===== config.mk =====
export PLATFORM = sky130hd
export DESIGN_NAME = astro_input_top
export DESIGN_NICKNAME = d
export VERILOG_FILES = /design/src/rtl/astro_input_pkg.sv /design/src/rtl/astro_cfg_pkg.sv /design/src/rtl/astro_input_top.sv /design/src/rtl/switch_matrix.sv /design/src/rtl/stick_axis_mapper.sv /design/src/rtl/paddle_conditioner.sv /design/src/rtl/ps2_button_decoder.sv /design/src/rtl/game_config.sv
export SDC_FILE = /design/constraint.sdc
export NUM_CORES = 1
export LEC_CHECK = 0
export ABC_CLOCK_PERIOD_IN_PS = 2100
export BUFFER_PORTS_ARGS = -buffer_cell sky130_fd_sc_hd__clkbuf_2
export CAP_MARGIN = 25
export CORE_MARGIN = 2
export CORE_UTILIZATION = 34
export CTS_CLUSTER_DIAMETER = 60
export DETAILED_ROUTE_END_ITERATION = 10
export PLACE_DENSITY = 0.67
export SLEW_MARGIN = 30
export SYNTH_ARGS = -nofsm -noshare
export SYNTH_HDL_FRONTEND = slang
export SYNTH_SLANG_ARGS = --single-unit

===== constraint.sdc =====
create_clock -name clk_sys -period 2.1 [get_ports clk_sys]
set_input_delay 0.105 -clock clk_sys [delete_from_list [all_inputs] [get_ports clk_sys]]
set_output_delay 0.105 -clock clk_sys [all_outputs]
set_load 0.01 [all_outputs]

===== src/rtl/astro_input_pkg.sv =====
// Player control definitions for the arcade input subsystem.
// Button and stick direction structs plus the analog axis numbering.

package astro_input_pkg;

	// ============================================================
	// Player buttons, active high after key and joystick merge
	// ============================================================
	typedef struct packed {
		logic up;
		logic down;
		logic left;
		logic right;
		logic fire1;
		logic fire2;
		logic start;
		// Only meaningful for player 1
		logic coin;
	} player_buttons_t;

	// Stick axis mapped onto a direction pair
	typedef struct packed {
		// Low end of the axis
		logic dir0;
		// High end of the axis
		logic dir1;
		// Axis pushed to either limit
		logic move;
	} stick_dir_t;

	// ============================================================
	// Analog axis numbering
	// ============================================================
	localparam int NUM_AXES = 4;

	localparam int AXIS_P1_X = 0;
	localparam int AXIS_P1_Y = 1;
	localparam int AXIS_P2_X = 2;
	localparam int AXIS_P2_Y = 3;

endpackage


===== src/rtl/astro_cfg_pkg.sv =====
// Game selection and DIP switch definitions for the arcade input subsystem.
// Shared by the download capture logic and the switch matrix.

package astro_cfg_pkg;

	// ============================================================
	// Game numbers as sent through the download port
	// ============================================================
	typedef logic [7:0] game_id_t;

	// Dropped games, decoded as no game
	localparam game_id_t GAME_EBASES   = 8'd1;
	localparam game_id_t GAME_SEAWOLF2 = 8'd2;
	// Kept games
	localparam game_id_t GAME_SPACEZAP = 8'd3;
	localparam game_id_t GAME_GORF     = 8'd4;
	localparam game_id_t GAME_WOW      = 8'd5;
	localparam game_id_t GAME_ROBBY    = 8'd6;

	// One-hot game flags, all low when no game is loaded
	typedef struct packed {
		logic spacezap;
		logic gorf;
		logic wow;
		logic robby;
	} game_sel_t;

	// DIP bytes 0 to 3, byte n at [n]
	localparam int NUM_DIPS = 4;
	typedef logic [NUM_DIPS-1:0][7:0] dip_bank_t;

	// Download index for the game byte and for the DIP block
	localparam logic [7:0] GAME_INDEX = 8'd1;
	localparam logic [7:0] DIP_INDEX  = 8'd254;

	// One download write, valid while wr is high
	typedef struct packed {
		logic        wr;
		logic [7:0]  index;
		logic [24:0] addr;
		logic [7:0]  data;
	} download_t;

endpackage

===== src/rtl/astro_input_top.sv =====
// Top level of the player input subsystem.
// Wires download capture, key decode, stick conditioning and the switch matrix.

`timescale 1ns/100ps

module astro_input_top #(
	parameter int AXIS_BITS = 3
) (
	input  logic                     clk_sys,
	input  logic                     reset,
	input  astro_cfg_pkg::download_t dl,
	input  logic [10:0]              ps2_key,
	input  logic [15:0]              joystick_0,
	input  logic [15:0]              joystick_1,
	input  logic [15:0]              joystick_a0,
	input  logic [15:0]              joystick_a1,
	input  logic                     speech_busy,
	input  logic [7:0]               col_select,
	output logic [7:0]               row_data
);

	import astro_cfg_pkg::*;
	import astro_input_pkg::*;

	game_sel_t                         game_sel;
	dip_bank_t                         dips;
	player_buttons_t                   p1;
	player_buttons_t                   p2;
	logic [NUM_AXES-1:0][AXIS_BITS-1:0] axis;
	stick_dir_t [NUM_AXES-1:0]         dir;

	game_config u_game_config (
		.clk_sys  (clk_sys),
		.reset    (reset),
		.dl       (dl),
		.game_sel (game_sel),
		.dips     (dips)
	);

	ps2_button_decoder u_buttons (
		.clk_sys    (clk_sys),
		.reset      (reset),
		.ps2_key    (ps2_key),
		.joystick_0 (joystick_0),
		.joystick_1 (joystick_1),
		.p1         (p1),
		.p2         (p2)
	);

	paddle_conditioner #(.AXIS_BITS(AXIS_BITS)) u_paddles (
		.clk_sys     (clk_sys),
		.reset       (reset),
		.joystick_a0 (joystick_a0),
		.joystick_a1 (joystick_a1),
		.axis        (axis)
	);

	// One mapper per analog axis
	for (genvar i = 0; i < NUM_AXES; i++) begin : g_axis
		stick_axis_mapper #(.AXIS_BITS(AXIS_BITS)) u_mapper (
			.clk_sys (clk_sys),
			.reset   (reset),
			.axis    (axis[i]),
			.dir     (dir[i])
		);
	end

	switch_matrix u_matrix (
		.game_sel    (game_sel),
		.dips        (dips),
		.p1          (p1),
		.p2          (p2),
		.dir         (dir),
		.speech_busy (speech_busy),
		.col_select  (col_select),
		.row_data    (row_data)
	);

endmodule


===== src/rtl/switch_matrix.sv =====
// Switch row decode for the custom chip's column strobe.
// Builds the row byte for the strobed column from the loaded game's layout.

`timescale 1ns/100ps

module switch_matrix (
	input  astro_cfg_pkg::game_sel_t        game_sel,
	input  astro_cfg_pkg::dip_bank_t        dips,
	input  astro_input_pkg::player_buttons_t p1,
	input  astro_input_pkg::player_buttons_t p2,
	input  astro_input_pkg::stick_dir_t [astro_input_pkg::NUM_AXES-1:0] dir,
	input  logic                            speech_busy,
	input  logic [7:0]                      col_select,
	output logic [7:0]                      row_data
);

	import astro_input_pkg::*;

	logic [7:0] row_c0;
	logic [7:0] row_c1;
	logic [7:0] row_c2;
	logic [3:0] p1_pad;
	logic [3:0] p2_pad;
	logic [4:0] p1_stick;
	logic [4:0] p2_stick;

	// Direction nibble R L D U, active low
	function automatic logic [3:0] pad_bits(input player_buttons_t b);
		return ~{b.right, b.left, b.down, b.up};
	endfunction

	// Move flag plus R L D U from the X and Y mappers, active low
	function automatic logic [4:0] stick_bits(input stick_dir_t x, input stick_dir_t y);
		return ~{x.move | y.move, x.dir1, x.dir0, y.dir0, y.dir1};
	endfunction

	assign p1_pad   = pad_bits(p1);
	assign p2_pad   = pad_bits(p2);
	assign p1_stick = stick_bits(dir[AXIS_P1_X], dir[AXIS_P1_Y]);
	assign p2_stick = stick_bits(dir[AXIS_P2_X], dir[AXIS_P2_Y]);

	// ============================================================
	// Per game layouts for columns 01, 02 and 04
	// ============================================================
	always_comb begin
		row_c0 = 8'hFF;
		row_c1 = 8'hFF;
		row_c2 = 8'hFF;
		if (game_sel.spacezap) begin
			row_c0 = {2'b11, ~p2.start, ~p1.start, dips[2][1], 1'b1, ~p1.coin, 1'b1};
			row_c1 = {3'b111, ~p2.fire1, p2_pad};
			row_c2 = {2'b11, dips[2][0], ~p1.fire1, p1_pad};
		end else if (game_sel.gorf) begin
			row_c0 = {dips[2][2], dips[2][0], ~p2.start, ~p1.start,
				1'b1, dips[2][1], ~p1.coin, 1'b1};
			row_c1 = {3'b001, ~p2.fire1, p2_pad};
			row_c2 = {speech_busy, 2'b01, ~p1.fire1, p1_pad};
		end else if (game_sel.wow) begin
			row_c0 = {dips[2][2], ~p2.start, ~p1.start, 1'b1,
				dips[2][1], 1'b1, ~p1.coin, 1'b1};
			// Fire 2 reads uninverted in digital mode
			if (dips[0][1]) begin
				row_c1 = {2'b11, ~p2.fire1, p2_stick};
			end else begin
				row_c1 = {2'b11, ~p2.fire1, p2.fire2, p2_pad};
			end
			if (dips[0][0]) begin
				row_c2 = {speech_busy, 1'b1, ~p1.fire1, p1_stick};
			end else begin
				row_c2 = {speech_busy, 1'b1, ~p1.fire1, p1.fire2, p1_pad};
			end
		end else if (game_sel.robby) begin
			row_c0 = {1'b0, ~p2.start, ~p1.start, 1'b1, dips[2][1], 1'b1, ~p1.coin, 1'b1};
			row_c1 = {2'b11, ~p2.fire1, 1'b1, p2_pad};
			row_c2 = {2'b11, ~p1.fire1, 1'b1, p1_pad};
		end
	end

	// Column 08 is DIP byte 3 for every game
	always_comb begin
		case (col_select)
			8'h01:   row_data = row_c0;
			8'h02:   row_data = row_c1;
			8'h04:   row_data = row_c2;
			8'h08:   row_data = dips[3];
			default: row_data = 8'hFF;
		endcase
	end

endmodule


===== src/rtl/stick_axis_mapper.sv =====
// Maps one coarse stick axis onto a direction pair and a move flag.
// Used once per axis for the Wizard of Wor analog control mode.

`timescale 1ns/100ps

module stick_axis_mapper #(
	parameter int AXIS_BITS = 3
) (
	input  logic                        clk_sys,
	input  logic                        reset,
	input  logic [AXIS_BITS-1:0]        axis,
	output astro_input_pkg::stick_dir_t dir
);

	// Thresholds at a quarter of the range from each end
	localparam logic [AXIS_BITS-1:0] AXIS_MAX = '1;
	localparam logic [AXIS_BITS-1:0] LOW_MAX  = AXIS_BITS'((2 ** AXIS_BITS) / 4);
	localparam logic [AXIS_BITS-1:0] HIGH_MIN = AXIS_MAX - LOW_MAX;

	always_ff @(posedge clk_sys or posedge reset) begin
		if (reset) begin
			dir <= '0;
		end else begin
			dir.dir0 <= axis <= LOW_MAX;
			dir.dir1 <= axis >= HIGH_MIN;
			// Only the end stops count as a move
			dir.move <= (axis == '0) || (axis == AXIS_MAX);
		end
	end

endmodule


===== src/rtl/paddle_conditioner.sv =====
// Turns the signed analog stick bytes into four unsigned, registered axes.
// Y bytes are inverted so that a high value means up.

`timescale 1ns/100ps

module paddle_conditioner #(
	parameter int AXIS_BITS = 3
) (
	input  logic        clk_sys,
	input  logic        reset,
	input  logic [15:0] joystick_a0,
	input  logic [15:0] joystick_a1,
	output logic [astro_input_pkg::NUM_AXES-1:0][AXIS_BITS-1:0] axis
);

	import astro_input_pkg::*;

	logic [NUM_AXES-1:0][7:0] centered;

	// Offset signed bytes to 0..255 with the rest position at 128
	always_comb begin
		centered[AXIS_P1_X] = joystick_a0[7:0] + 8'd128;
		centered[AXIS_P1_Y] = ~joystick_a0[15:8] + 8'd128;
		centered[AXIS_P2_X] = joystick_a1[7:0] + 8'd128;
		centered[AXIS_P2_Y] = ~joystick_a1[15:8] + 8'd128;
	end

	// Keep only the coarse top bits
	always_ff @(posedge clk_sys or posedge reset) begin
		if (reset) begin
			axis <= '0;
		end else begin
			for (int i = 0; i < NUM_AXES; i++) begin
				axis[i] <= centered[i][7 -: AXIS_BITS];
			end
		end
	end

endmodule


===== src/rtl/ps2_button_decoder.sv =====
// Decodes PS/2 key events into player buttons and merges the joystick bits.
// A key event is marked by a change of the toggle bit; outputs are registered.

`timescale 1ns/100ps

module ps2_button_decoder (
	input  logic                             clk_sys,
	input  logic                             reset,
	input  logic [10:0]                      ps2_key,
	input  logic [15:0]                      joystick_0,
	input  logic [15:0]                      joystick_1,
	output astro_input_pkg::player_buttons_t p1,
	output astro_input_pkg::player_buttons_t p2
);

	import astro_input_pkg::*;

	// Held key state, one bit per mapped key
	typedef struct packed {
		logic up, down, left, right, ctrl, space;
	} p1_keys_t;
	typedef struct packed {
		logic r, f, d, g, a, s;
	} p2_keys_t;
	// Start and coin keys, function row and MAME style digits
	typedef struct packed {
		logic f1, f2, f3, one, two, five;
	} sys_keys_t;

	p1_keys_t        p1_key;
	p2_keys_t        p2_key;
	sys_keys_t       sys_key;
	player_buttons_t p1_next;
	player_buttons_t p2_next;
	logic            toggle_prev;
	logic            key_event;
	logic            pressed;
	logic [8:0]      code;

	assign pressed   = ps2_key[9];
	assign code      = ps2_key[8:0];
	assign key_event = ps2_key[10] != toggle_prev;

	// ============================================================
	// Key event capture
	// ============================================================
	always_ff @(posedge clk_sys or posedge reset) begin
		if (reset) begin
			toggle_prev <= 1'b0;
			p1_key      <= '0;
			p2_key      <= '0;
			sys_key     <= '0;
		end else begin
			toggle_prev <= ps2_key[10];
			if (key_event) begin
				case (code)
					// Cursor keys, with or without the extended prefix
					9'h075, 9'h175: p1_key.up    <= pressed;
					9'h072, 9'h172: p1_key.down  <= pressed;
					9'h06B, 9'h16B: p1_key.left  <= pressed;
					9'h074, 9'h174: p1_key.right <= pressed;
					9'h014: p1_key.ctrl  <= pressed;
					9'h029: p1_key.space <= pressed;
					9'h005: sys_key.f1   <= pressed;
					9'h006: sys_key.f2   <= pressed;
					9'h004: sys_key.f3   <= pressed;
					9'h016: sys_key.one  <= pressed;
					9'h01E: sys_key.two  <= pressed;
					9'h02E: sys_key.five <= pressed;
					// Player 2 on R F D G, fire on A and S
					9'h02D: p2_key.r <= pressed;
					9'h02B: p2_key.f <= pressed;
					9'h023: p2_key.d <= pressed;
					9'h034: p2_key.g <= pressed;
					9'h01C: p2_key.a <= pressed;
					9'h01B: p2_key.s <= pressed;
					default: ;
				endcase
			end
		end
	end

	// ============================================================
	// Merge with joystick bits
	// ============================================================
	always_comb begin
		p1_next.up    = p1_key.up    | joystick_0[3];
		p1_next.down  = p1_key.down  | joystick_0[2];
		p1_next.left  = p1_key.left  | joystick_0[1];
		p1_next.right = p1_key.right | joystick_0[0];
		p1_next.fire1 = p1_key.ctrl  | joystick_0[4];
		p1_next.fire2 = p1_key.space | joystick_0[5];
		p1_next.start = sys_key.f1 | sys_key.one | joystick_0[6];
		p1_next.coin  = sys_key.f3 | sys_key.five | joystick_0[8];

		p2_next.up    = p2_key.r | joystick_1[3];
		p2_next.down  = p2_key.f | joystick_1[2];
		p2_next.left  = p2_key.d | joystick_1[1];
		p2_next.right = p2_key.g | joystick_1[0];
		p2_next.fire1 = p2_key.a | joystick_1[4];
		p2_next.fire2 = p2_key.s | joystick_1[5];
		// Start 2 comes from the first joystick pad
		p2_next.start = sys_key.f2 | sys_key.two | joystick_0[7];
		p2_next.coin  = 1'b0;
	end

	always_ff @(posedge clk_sys or posedge reset) begin
		if (reset) begin
			p1 <= '0;
			p2 <= '0;
		end else begin
			p1 <= p1_next;
			p2 <= p2_next;
		end
	end

endmodule


===== src/rtl/game_config.sv =====
// Captures the game number and DIP switch bytes from download writes.
// The game byte is decoded to one-hot flags in a second register stage.

`timescale 1ns/100ps

module game_config (
	input  logic                   clk_sys,
	input  logic                   reset,
	input  astro_cfg_pkg::download_t dl,
	output astro_cfg_pkg::game_sel_t game_sel,
	output astro_cfg_pkg::dip_bank_t dips
);

	import astro_cfg_pkg::*;

	game_id_t  game_id;
	game_sel_t sel_next;
	logic      game_wr;
	logic      dip_wr;

	// Game byte only at address 0
	assign game_wr = dl.wr && (dl.index == GAME_INDEX) && (dl.addr == '0);
	// DIP block accepts addresses 0 to 3
	assign dip_wr = dl.wr && (dl.index == DIP_INDEX) && (dl.addr[24:2] == '0);

	// First stage holds the raw game byte
	always_ff @(posedge clk_sys or posedge reset) begin
		if (reset) begin
			game_id <= '0;
		end else if (game_wr) begin
			game_id <= dl.data;
		end
	end

	always_ff @(posedge clk_sys or posedge reset) begin
		if (reset) begin
			dips <= '0;
		end else if (dip_wr) begin
			dips[dl.addr[1:0]] <= dl.data;
		end
	end

	// Decode to one-hot flags
	always_comb begin
		sel_next = '0;
		case (game_id)
			GAME_SPACEZAP: sel_next.spacezap = 1'b1;
			GAME_GORF:     sel_next.gorf     = 1'b1;
			GAME_WOW:      sel_next.wow      = 1'b1;
			GAME_ROBBY:    sel_next.robby    = 1'b1;
			// Anything outside the kept games reads no game
			default:       sel_next = '0;
		endcase
	end

	// Second stage
	always_ff @(posedge clk_sys or posedge reset) begin
		if (reset) begin
			game_sel <= '0;
		end else begin
			game_sel <= sel_next;
		end
	end

endmodule


# ---- Word level (Yosys, flattened, before mapping)
# Cells that the tools add are included.
dict set report totals {
  latchBits 0
  romBits 0
  ff_bits 102
  ramBits 0
  elab_cells 200
  n_memories 0
}
dict set report classes {
  n_shift 0
  div 0
  n_reduce_logical 37
  bitwise_logic 31
  n_addsub 4
  eq_ne 37
  n_lt_le_gt_ge 10
  muxes 22
  n_mul 0
}
# cell count
set ops {}
lappend ops {{8-bit 2-to-1 mux} 10}
lappend ops {{9-bit by 6-bit == test with 1-bit output (second input constant)} 6}
lappend ops {{9-bit by 5-bit == test with 1-bit output (second input constant)} 5}
lappend ops {{9-bit by 7-bit == test with 1-bit output (second input constant)} 4}
lappend ops {{9-bit == test (second input constant)} 4}
lappend ops {{2-bit AND reduction} 18}
lappend ops {{8-bit adder (second input constant)} 4}
lappend ops {{32-bit bitwise mux} 1}
lappend ops {{8-bit by 3-bit == test with 1-bit output (second input constant)} 4}
lappend ops {{8-bit case mux with 4 select lines} 1}
lappend ops {{9-bit by 3-bit == test with 1-bit output (second input constant)} 3}
lappend ops {{25-bit logical NOT} 1}
lappend ops {{23-bit logical NOT} 1}
lappend ops {{1-bit bitwise OR} 20}
lappend ops {{6-bit 2-to-1 mux} 3}
lappend ops {{8-bit demux with 2-bit select} 1}
lappend ops {{8-bit by 1-bit == test with 1-bit output (second input constant)} 2}
lappend ops {{8-bit by 2-bit == test with 1-bit output (second input constant)} 2}
lappend ops {{8-bit inverter} 2}
lappend ops {{3-bit == test (second input constant)} 4}
lappend ops {{3-bit >= comparator (second input constant)} 4}
lappend ops {{3-bit by 2-bit less-or-equal comparator with 1-bit output (second input constant)} 4}
lappend ops {{3-bit logical NOT} 4}
lappend ops {{5-bit 2-to-1 mux} 2}
lappend ops {{12 further kinds} 31}

# ---- Longest topological paths before layout
# Gate-level depths: netlist of the first run.
dict set report depth {
  depth_word 7
  mapped_depth 6
  mapped_depth_nobuf 4
}

# ---- Modules after synthesis
# A second synthesis of the first run with hierarchy kept.
dict set report hier_totals {
  hier_cells 414
  area_unflattened_um2 4789.6
}
# mod n_inst cells_each area_each_um2 seq_area_each_um2
set modules_own_cells {}
lappend modules_own_cells {game_config 1 117 1820.5 1101.1}
lappend modules_own_cells {ps2_button_decoder 1 117 1438.9 850.8}
lappend modules_own_cells {switch_matrix 1 125 778.2 0.0}
lappend modules_own_cells {stick_axis_mapper 4 9 106.4 75.1}
lappend modules_own_cells {paddle_conditioner 1 19 326.6 300.3}

# ---- Worst setup path after synthesis of the first run
# Ideal clock, no wire load.
dict set report synth_timing {
  path_kind {reg-to-output}
  from {reg, netlist name u_game_config.game_sel[3]}
  to {out row_data[3]}
  arrival_time_ps 1636
  slack_ps 359
  path_stages_with_launch 7
  path_buffers 2
  path_cell_list {dfrtp_1 > clkbuf_1 > or2_1 > clkbuf_1 > a211o_1 > a221o_1 > nand4_1}
}
dict set report synth_between {
  elab_chain_len 2
  elab_cells_between_ends 4
}
# element line_no
set synth_rtl {}
lappend synth_rtl {{8-bit 2-to-1 mux} switch_matrix.sv:49} ;# if (game_sel.spacezap) begin
lappend synth_rtl {{8-bit case mux with 4 select lines (*)} switch_matrix.sv:81} ;# case (col_select)
lappend synth_rtl {{to (decl)} astro_input_top.sv:19} ;# output logic [7:0] row_data
# Every way passes the cells marked *; elsewhere a longest branch is shown, timed or not.

# ---- Worst setup path in the final report of the first run
dict set report layout_timing {
  from {reg, netlist name u_game_config.game_sel[3]}
  to {out row_data[3]}
}
dict set report layout_between {
  elab_chain_len 2
  elab_cells_between_ends 4
}
# element line_no
set layout_rtl {}
lappend layout_rtl {{8-bit 2-to-1 mux} switch_matrix.sv:49}
lappend layout_rtl {{8-bit case mux with 4 select lines (*)} switch_matrix.sv:81}
# Marks and branches as above.

==> results of run 1 <==
-- worst paths after layout --
kind / from / endpoint / slack (ns) / depth (start not counted)
max: u_game_config.game_sel[3]$_DFF_PP0_ / row_data[3] / 0.06 / 5
min: dl[7] / u_game_config.dips[31]$_DFFE_PP0P_ / 0.02 / 2
max reg2reg: u_buttons.toggle_prev$_DFF_PP0_ / u_buttons.p2_key[1]$_DFFE_PP0P_ / 0.24 / 4
min reg2reg: u_game_config.game_id[2]$_DFFE_PP0P_ / u_game_config.game_sel[3]$_DFF_PP0_ / 0.44 / 1
max in group asynchronous: reset / u_paddles.axis[9]$_DFF_PP0_ / 1.06 / 4
min in group asynchronous: reset / u_paddles.axis[1]$_DFF_PP0_ / 0.39 / 3
-- sequential cells by signal, summed over array words and instances (netlist names), 7 cells and up --
signal	flops
u_buttons.p2	7
u_game_config.game_id	8
u_paddles.axis	12
u_game_config.dips	13
g_axis.u_mapper.dir	12
u_buttons.p1	8
-- synth_stat cells (all sizes together) (6+ instances only) --
cell,number,area (sq um)
clkbuf,10,37.5
dfrtp,83,2080
inv,12,45.0
mux2,40,450
nand2,21,78.8
nand3,15,75.1
nand4,6,52.6
nor2,12,45.0
nor2b,7,43.8
nor3,6,30.0
nor4,9,77.6
o21ai,9,45.0
o31ai,6,45.0
or2,15,93.8
or3,8,55.1
-- critical path, cell delays in order, from the launching register on --
cell	delay, ns
sky130_fd_sc_hd__dfrtp_2	0.46
sky130_fd_sc_hd__or2_4	0.25
sky130_fd_sc_hd__a211o_1	0.28
sky130_fd_sc_hd__a221o_1	0.36
sky130_fd_sc_hd__nand4_1	0.11
sky130_fd_sc_hd__buf_2	0.15
-- timing repair --
action / CTS / global route
resized for setup: 2 / 10
pin swaps: 0 / 5
endpoints found under the hold margin: 53 / 0
endpoints found under the setup margin: 4 / 4
hold buffers: 29 / 0
setup buffers: 2 / 4
-- area by class of cell --
class,count,area (sq um)
Clock buffer,10,239
Clock inverter,6,48.8
Fill cell,1006,5750
Inverter,12,48.8
Multi-Input combinational cell,225,1690
Sequential cell,83,2080
Tap cell,140,175
Timing Repair Buffer,142,902
-- routing by layer --
metal	wire, um	part of all wire, %	vias up
met4	151	1.7	0
met1	3960	44	1491
met5	0	0	-
met2	4250	47	127
li1	-	-	1514
met3	729	8.0	13
-- cells by family (layout without fill, tap and decap cells) --
group | count (synthesis) | after routing | share of synthesized area [%]
simple gates | 133 | 133 | 21.9
flops | 83 | 83 | 54.0
compound gates | 49 | 49 | 9.18
mux | 40 | 40 | 11.7
buf+inv | 25 | 170 | 2.54
xor+xnor | 3 | 3 | 0.683
-- where the power goes --
| part | switching [uW] | internal, uW |
|---|---|---|
| logic | 138 | 159 |
| clock network | 632 | 840 |
| registers | 28.1 | 1650 |
-- through the flow --
step | hold WS (ns) | area, sq um | util [%] | setup TNS, ns | total power [uW]
6_report | 0.0248 | 5190 | 47.4 | 0 | 3450
4_1_cts | 0.0203 | 5130 | 46.9 | 0 | 3490
5_1_grt | 0.0303 | 5190 | 47.4 | -0.0537 | 3600
2_1_floorplan | 0.136 | 3850 | - | 0 | 1820
3_5_place_dp | 0.202 | 4540 | 41.5 | 0 | 1970
3_3_place_gp | 0.185 | 4540 | 41.5 | 0 | 1960
-- cell usage in the layout, fill, tap and decap left out, drive strengths merged, types with 3 or more instances in the layout --
cell	instances
o21ai	9
o31ai	6
or3	8
and3	3
a32oi	3
mux2	40
nor3b	5
clkinvlp	4
nor2b	7
nor4	9
nor4b	4
dlygate4sd3	29
a221o	4
or2	15
nand2	21
nand3	15
a31oi	3
nand4	6
a21oi	5
buf	17
or4	5
nor3	6
nand4b	5
nor2	12
inv	12
clkbuf	106
dfrtp	83
a22oi	3
o21a	4
o211ai	3
==> summary.txt, run 1 <==
Routing
  • Remaining routing DRC violations: 0
  • Avg WL per Cell: 14.7 um
  • Initial drt markers: 178
  • Remaining antenna violation count after routing: 0
  • Post-Route WL: 9080 um
  • Via density: around 5.1
  • Via total after detailed routing: 3,145
  • Drt first pass iters: 6

Die
  • Initial Utilization: 35.2%
  • Die Ht: 110 um
  • Total number of placement rows: 38
  • Count of pins on the block boundary: 136
  • Area of the core: 10,900 sq um
  • Horiz. Die Dim: 110 um
  • Die Outline Area: 12,200 sq um

Logic synthesis
  • Prevailing post-synth register cell: sky130_fd_sc_hd__dfrtp_1
  • Number of library cell types mapped by synthesis: 52
  • Share of async-settable or async-resettable flops after synthesis: 100%
  • Net count after synthesis: 461
  • Sequential cell area fraction in the yosys report: 54.0%
  • Total standard cell area after synthesis: 3840 sq um
  • Flip-flop and latch count after synthesis: 83
  • Yosys synthesis warning count: 0
  • Number of enable-type register cells in the synthesized netlist: 0
  • Cells after Synth: 333
  • Mean instance size in the synthesized netlist: 11.5 sq um

Clocking
  • Clock tree from TritonCTS: done
  • Clock sink count: 83
  • Longest Clk Path Bufs: 2
  • Worst-skew pair later-pin latency: 0.33 ns
  • Cell at the root of the clock tree: sky130_fd_sc_hd__clkbuf_16
  • Clock transition at the registers of the reported paths: 0.06 ns
  • Number of buffers created by CTS: 9
  • CTS H-Tree Depth: 3

Setup path
  • Crit path arrival time: 1.94 ns
  • Crit Path Max Fanout: 6
  • Nature of the critical path endpoint: output port
  • Type of origin of the critical path: flip-flop
  • Critical path class: reg -> out
  • Required time of the critical path: 2.00 ns

Timing
  • Final number of max-transition violations: 0
  • PnR worst setup slack: 0.0559 ns
  • Hold Fails Final Rpt: 0
  • Setup repair after global routing missed its margin: true
  • Time the worst path needs with I/O delays and setup: 2.04 ns
  • Maximum achievable frequency: 489 MHz
  • Measured slew at the worst slew-check pin: 0.600 ns
  • Share of the clock period used by the worst path after layout: 97.3%
  • Maximum clock skew at final layout: between 0.003 and 0.004 ns
  • Final setup fails: 0
  • Worst rel slew slack: 59.9%

Global route
  • Largest net degree at the start of global routing: 40
  • Total global routing track utilization: 15.6%
  • Sum of overflow across all layers after global routing: 0
  • GR Util met1: 19.8%
  • Antenna violations before repair: 0
  • Routing layer with the top usage in global route: met2
  • Global-route wire length before repair: 14,300 um
  • Number of global-route vias before repair: 3,019
  • Met3 layer usage reported by global route: 3.64%
  • Global Route met2 Usage: 25.9%

Place
  • Post-DP HPWL: 6830 um
  • Routability congestion estimate: 0.899
  • Buffers on Ports: 98
  • Setup Slack @ Placement: 0.251 ns
  • Instance count after placement with tap cells included: around 570

Finish
  • Fraction of final layout cells sized beyond drive strength 1: 42.1%
  • Number of nets in the finished design: 601
  • Antenna Diode Count: 0
  • Count of non-filler cells in the finished layout: 618
  • Area growth from synthesis to layout: 34.9%

Pwr
  • Leakage: 0.00243 uW
  • Worst VDD drop: 0.391 mV
  • Power density over the cells: 665 nW/um^2

Worst hold path
  • Worst min-delay path class: in -> reg

Job
  • Max-Cap Viols: 0

Status
  • Status: finished clean
Note: power is estimated with default switching activity, not from simulation.
==> run 2, diff against run 1 <==
--- a/config.mk
+++ b/config.mk
@@ -12,7 +12,8 @@
 export CORE_UTILIZATION = 34
 export CTS_CLUSTER_DIAMETER = 60
 export DETAILED_ROUTE_END_ITERATION = 10
-export PLACE_DENSITY = 0.67
+export GPL_TIMING_DRIVEN = 0
+export PLACE_DENSITY_LB_ADDON = 0.08
 export SLEW_MARGIN = 30
 export SYNTH_ARGS = -nofsm -noshare
 export SYNTH_HDL_FRONTEND = slang
==> run 2 against run 1 <==
  * Setup slack lost 0.039 ns
  * Global-route usage is 0.87 points higher
  * Largest power group unchanged
  * Clock skew up 0.0033 ns
  * Core utilization is 0.19 points lower
  * Cell count shrank 0.97%
  * Critical path depth unchanged
  * Sequential power hardly changed
  * Highest routed layer unchanged
==> summary.txt, run 2 (same netlist as run 1, synthesis figures left out) <==
Status
  • Status: finished clean

Clocking
  • Cell at the root of the clock tree: sky130_fd_sc_hd__clkbuf_16
  • Clock sink count: 83
  • Longest Clk Path Bufs: 2
  • CTS H-Tree Depth: 3
  • Worst-skew pair later-pin latency: 0.33 ns
  • Clock tree from TritonCTS: done
  • Number of buffers created by CTS: 9
  • Clock transition at the registers of the reported paths: 0.06 ns

Timing
  • Measured slew at the worst slew-check pin: 0.810 ns
  • Final number of max-transition violations: 0
  • Fin Hold WS: 0.0270 ns
  • PnR worst setup slack: 0.0172 ns
  • Worst rel slew slack: 45.2%
  • Maximum achievable frequency: 480 MHz
  • Hold Fails Final Rpt: 0
  • Final setup fails: 0
  • Share of the clock period used by the worst path after layout: about 100%
  • Time the worst path needs with I/O delays and setup: 2.08 ns
  • Setup repair after global routing missed its margin: true
  • Maximum clock skew at final layout: 0.00649 ns

Place
  • Routability congestion estimate: 0.845
  • Setup Slack @ Placement: -0.00858 ns
  • Post-DP HPWL: 6940 um
  • Buffers on Ports: 93
  • Instance count after placement with tap cells included: 568
  • Post-placement cell area: 4530 sq um

Die
  • Die Outline Area: 12,200 sq um
  • Count of pins on the block boundary: between 100 and 150
  • Total number of placement rows: 38
  • Die Ht: 110 um
  • Horiz. Die Dim: 110 um
  • Area of the core: 10,900 sq um
  • Initial Utilization: 35.2%

Pwr
  • Worst VDD drop: 0.293 mV
  • Power density over the cells: 700 nW/um^2
  • Leakage: 0.00241 uW

Finish
  • Count of non-filler cells in the finished layout: approximately 600
  • Reg with most FFs: u_game_config.dips
  • Final Instance Area: ~5200 sq um
  • Leading cell type in the layout, fill and taps excluded: sky130_fd_sc_hd__clkbuf_2
  • Fraction of final layout cells sized beyond drive strength 1: 39.6%
  • Util after Layout: between 40% and 50%
  • Commonest non-fill, non-tap cells in the layout: sky130_fd_sc_hd__clkbuf_2 (91), sky130_fd_sc_hd__dfrtp_1 (81), sky130_fd_sc_hd__mux2_2 (40)
  • Top flop regs: u_game_config.dips: 13 flops, g_axis.u_mapper.dir: 12 flops, u_paddles.axis: 12 flops
  • Area growth from synthesis to layout: 34.4%
  • Antenna Diode Count: 0
  • Number of nets in the finished design: 595
  • Max FFs per register: 13

Global route
  • Met3 layer usage reported by global route: ~3.9%
  • Number of global-route vias before repair: 3,109
  • Sum of overflow across all layers after global routing: 0
  • Antenna violations before repair: 0
  • Total global routing track utilization: 16.4%
  • GR Util met1: 21.1%
  • Routing layer with the top usage in global route: met2
  • Largest net degree at the start of global routing: 31
  • Global Route met2 Usage: 27.8%
  • Global-route wire length before repair: between 10,000 and 15,000 um

Routing
  • Remaining antenna violation count after routing: 0
  • Initial drt markers: 116
  • Drt first pass iters: 4
  • Post-Route WL: 9290 um
  • Avg WL per Cell: roughly 15 um
  • Remaining routing DRC violations: 0
  • Via total after detailed routing: 3,124
  • Via density: just over 5

Setup path
  • Nature of the critical path endpoint: output port
  • Crit path arrival time: 1.98 ns
  • Crit Path Max Fanout: 9
  • Critical path class: reg -> out
  • Required time of the critical path: 2.00 ns
  • Type of origin of the critical path: flip-flop

Job
  • Max-Cap Viols: 0

Worst hold path
  • Worst min-delay path class: in -> reg
run 2: cell count changes in the layout (fill, tap and decap cells not counted), moves of 4 or more:
| cell | before | now |
|---|---|---|
| sky130_fd_sc_hd__clkbuf_1 | 0 | 7 |
| sky130_fd_sc_hd__buf_4 | 13 | 3 |
| sky130_fd_sc_hd__clkbuf_2 | 96 | 91 |
| sky130_fd_sc_hd__buf_2 | 2 | 6 |
run 2: metal layers:
layer	vias to the layer above	part of all wire, %	wire length [um]
met5	-	0	0
met4	0	0.84	78
met3	7	6.5	608
met2	102	48	4440
met1	1512	45	4170
li1	1503	-	-
run 2: timing repair:
action | CTS | global route
endpoints found under the hold margin | 53 | 0
gates resized for setup | 6 | 6
hold buffers | 29 | 0
setup buffers | 2 | 1
endpoints found under the setup margin | 6 | 8
pin swaps | 1 | 2
run 2: path summary, 6_finish.rpt:
| path | from | endpoint | slack (ns) | depth (start not counted) |
|---|---|---|---|---|
| min | dl[3] | u_game_config.dips[27]$_DFFE_PP0P_ | 0.03 | 2 |
| max in group asynchronous | reset | u_game_config.game_sel[2]$_DFF_PP0_ | 1.16 | 4 |
| max reg2reg | u_buttons.toggle_prev$_DFF_PP0_ | u_buttons.p2_key[1]$_DFFE_PP0P_ | 0.28 | 4 |
| min in group asynchronous | reset | u_paddles.axis[3]$_DFF_PP0_ | 0.39 | 3 |
| max | u_game_config.game_sel[3]$_DFF_PP0_ | row_data[1] | 0.02 | 5 |
| min reg2reg | u_game_config.game_id[7]$_DFFE_PP0P_ | u_game_config.game_sel[3]$_DFF_PP0_ | 0.44 | 1 |
run 2: metrics by stage:
| step | total power, uW | TNS, ns |
|---|---|---|
| global route | 3780 | -0.0247 |
| CTS | 3680 | 0 |
| detailed placement | 1970 | -0.00858 |
| floorplan | 1820 | 0 |
| finish | 3620 | 0 |
| global placement | 1960 | 0 |
run 2: power breakdown:
| group | switching (uW) | internal [uW] |
|---|---|---|
| sequential | 27.8 | 1650 |
| combinational | 138 | 158 |
| clock | 600 | 1040 |
| total | 766 | 2850 |
run 2: cell type report:
class | instances | area, sq um
Fill cell | 1048 | 5770
Clock inverter | 5 | 77.6
Tap cell | 140 | 175
Multi-Input combinational cell | 225 | 1700
Timing Repair Buffer | 127 | 818
Inverter | 12 | 48.8
Clock buffer | 11 | 233
Buffer | 9 | 38.8
Sequential cell | 83 | 2080
run 2: critical path, cell delays in order, from the launching register on:
cell	delay (ns)
sky130_fd_sc_hd__dfrtp_2	0.43
sky130_fd_sc_hd__or2_4	0.30
sky130_fd_sc_hd__a211o_1	0.28
sky130_fd_sc_hd__a221o_1	0.34
sky130_fd_sc_hd__nand4_1	0.14
sky130_fd_sc_hd__buf_2	0.15
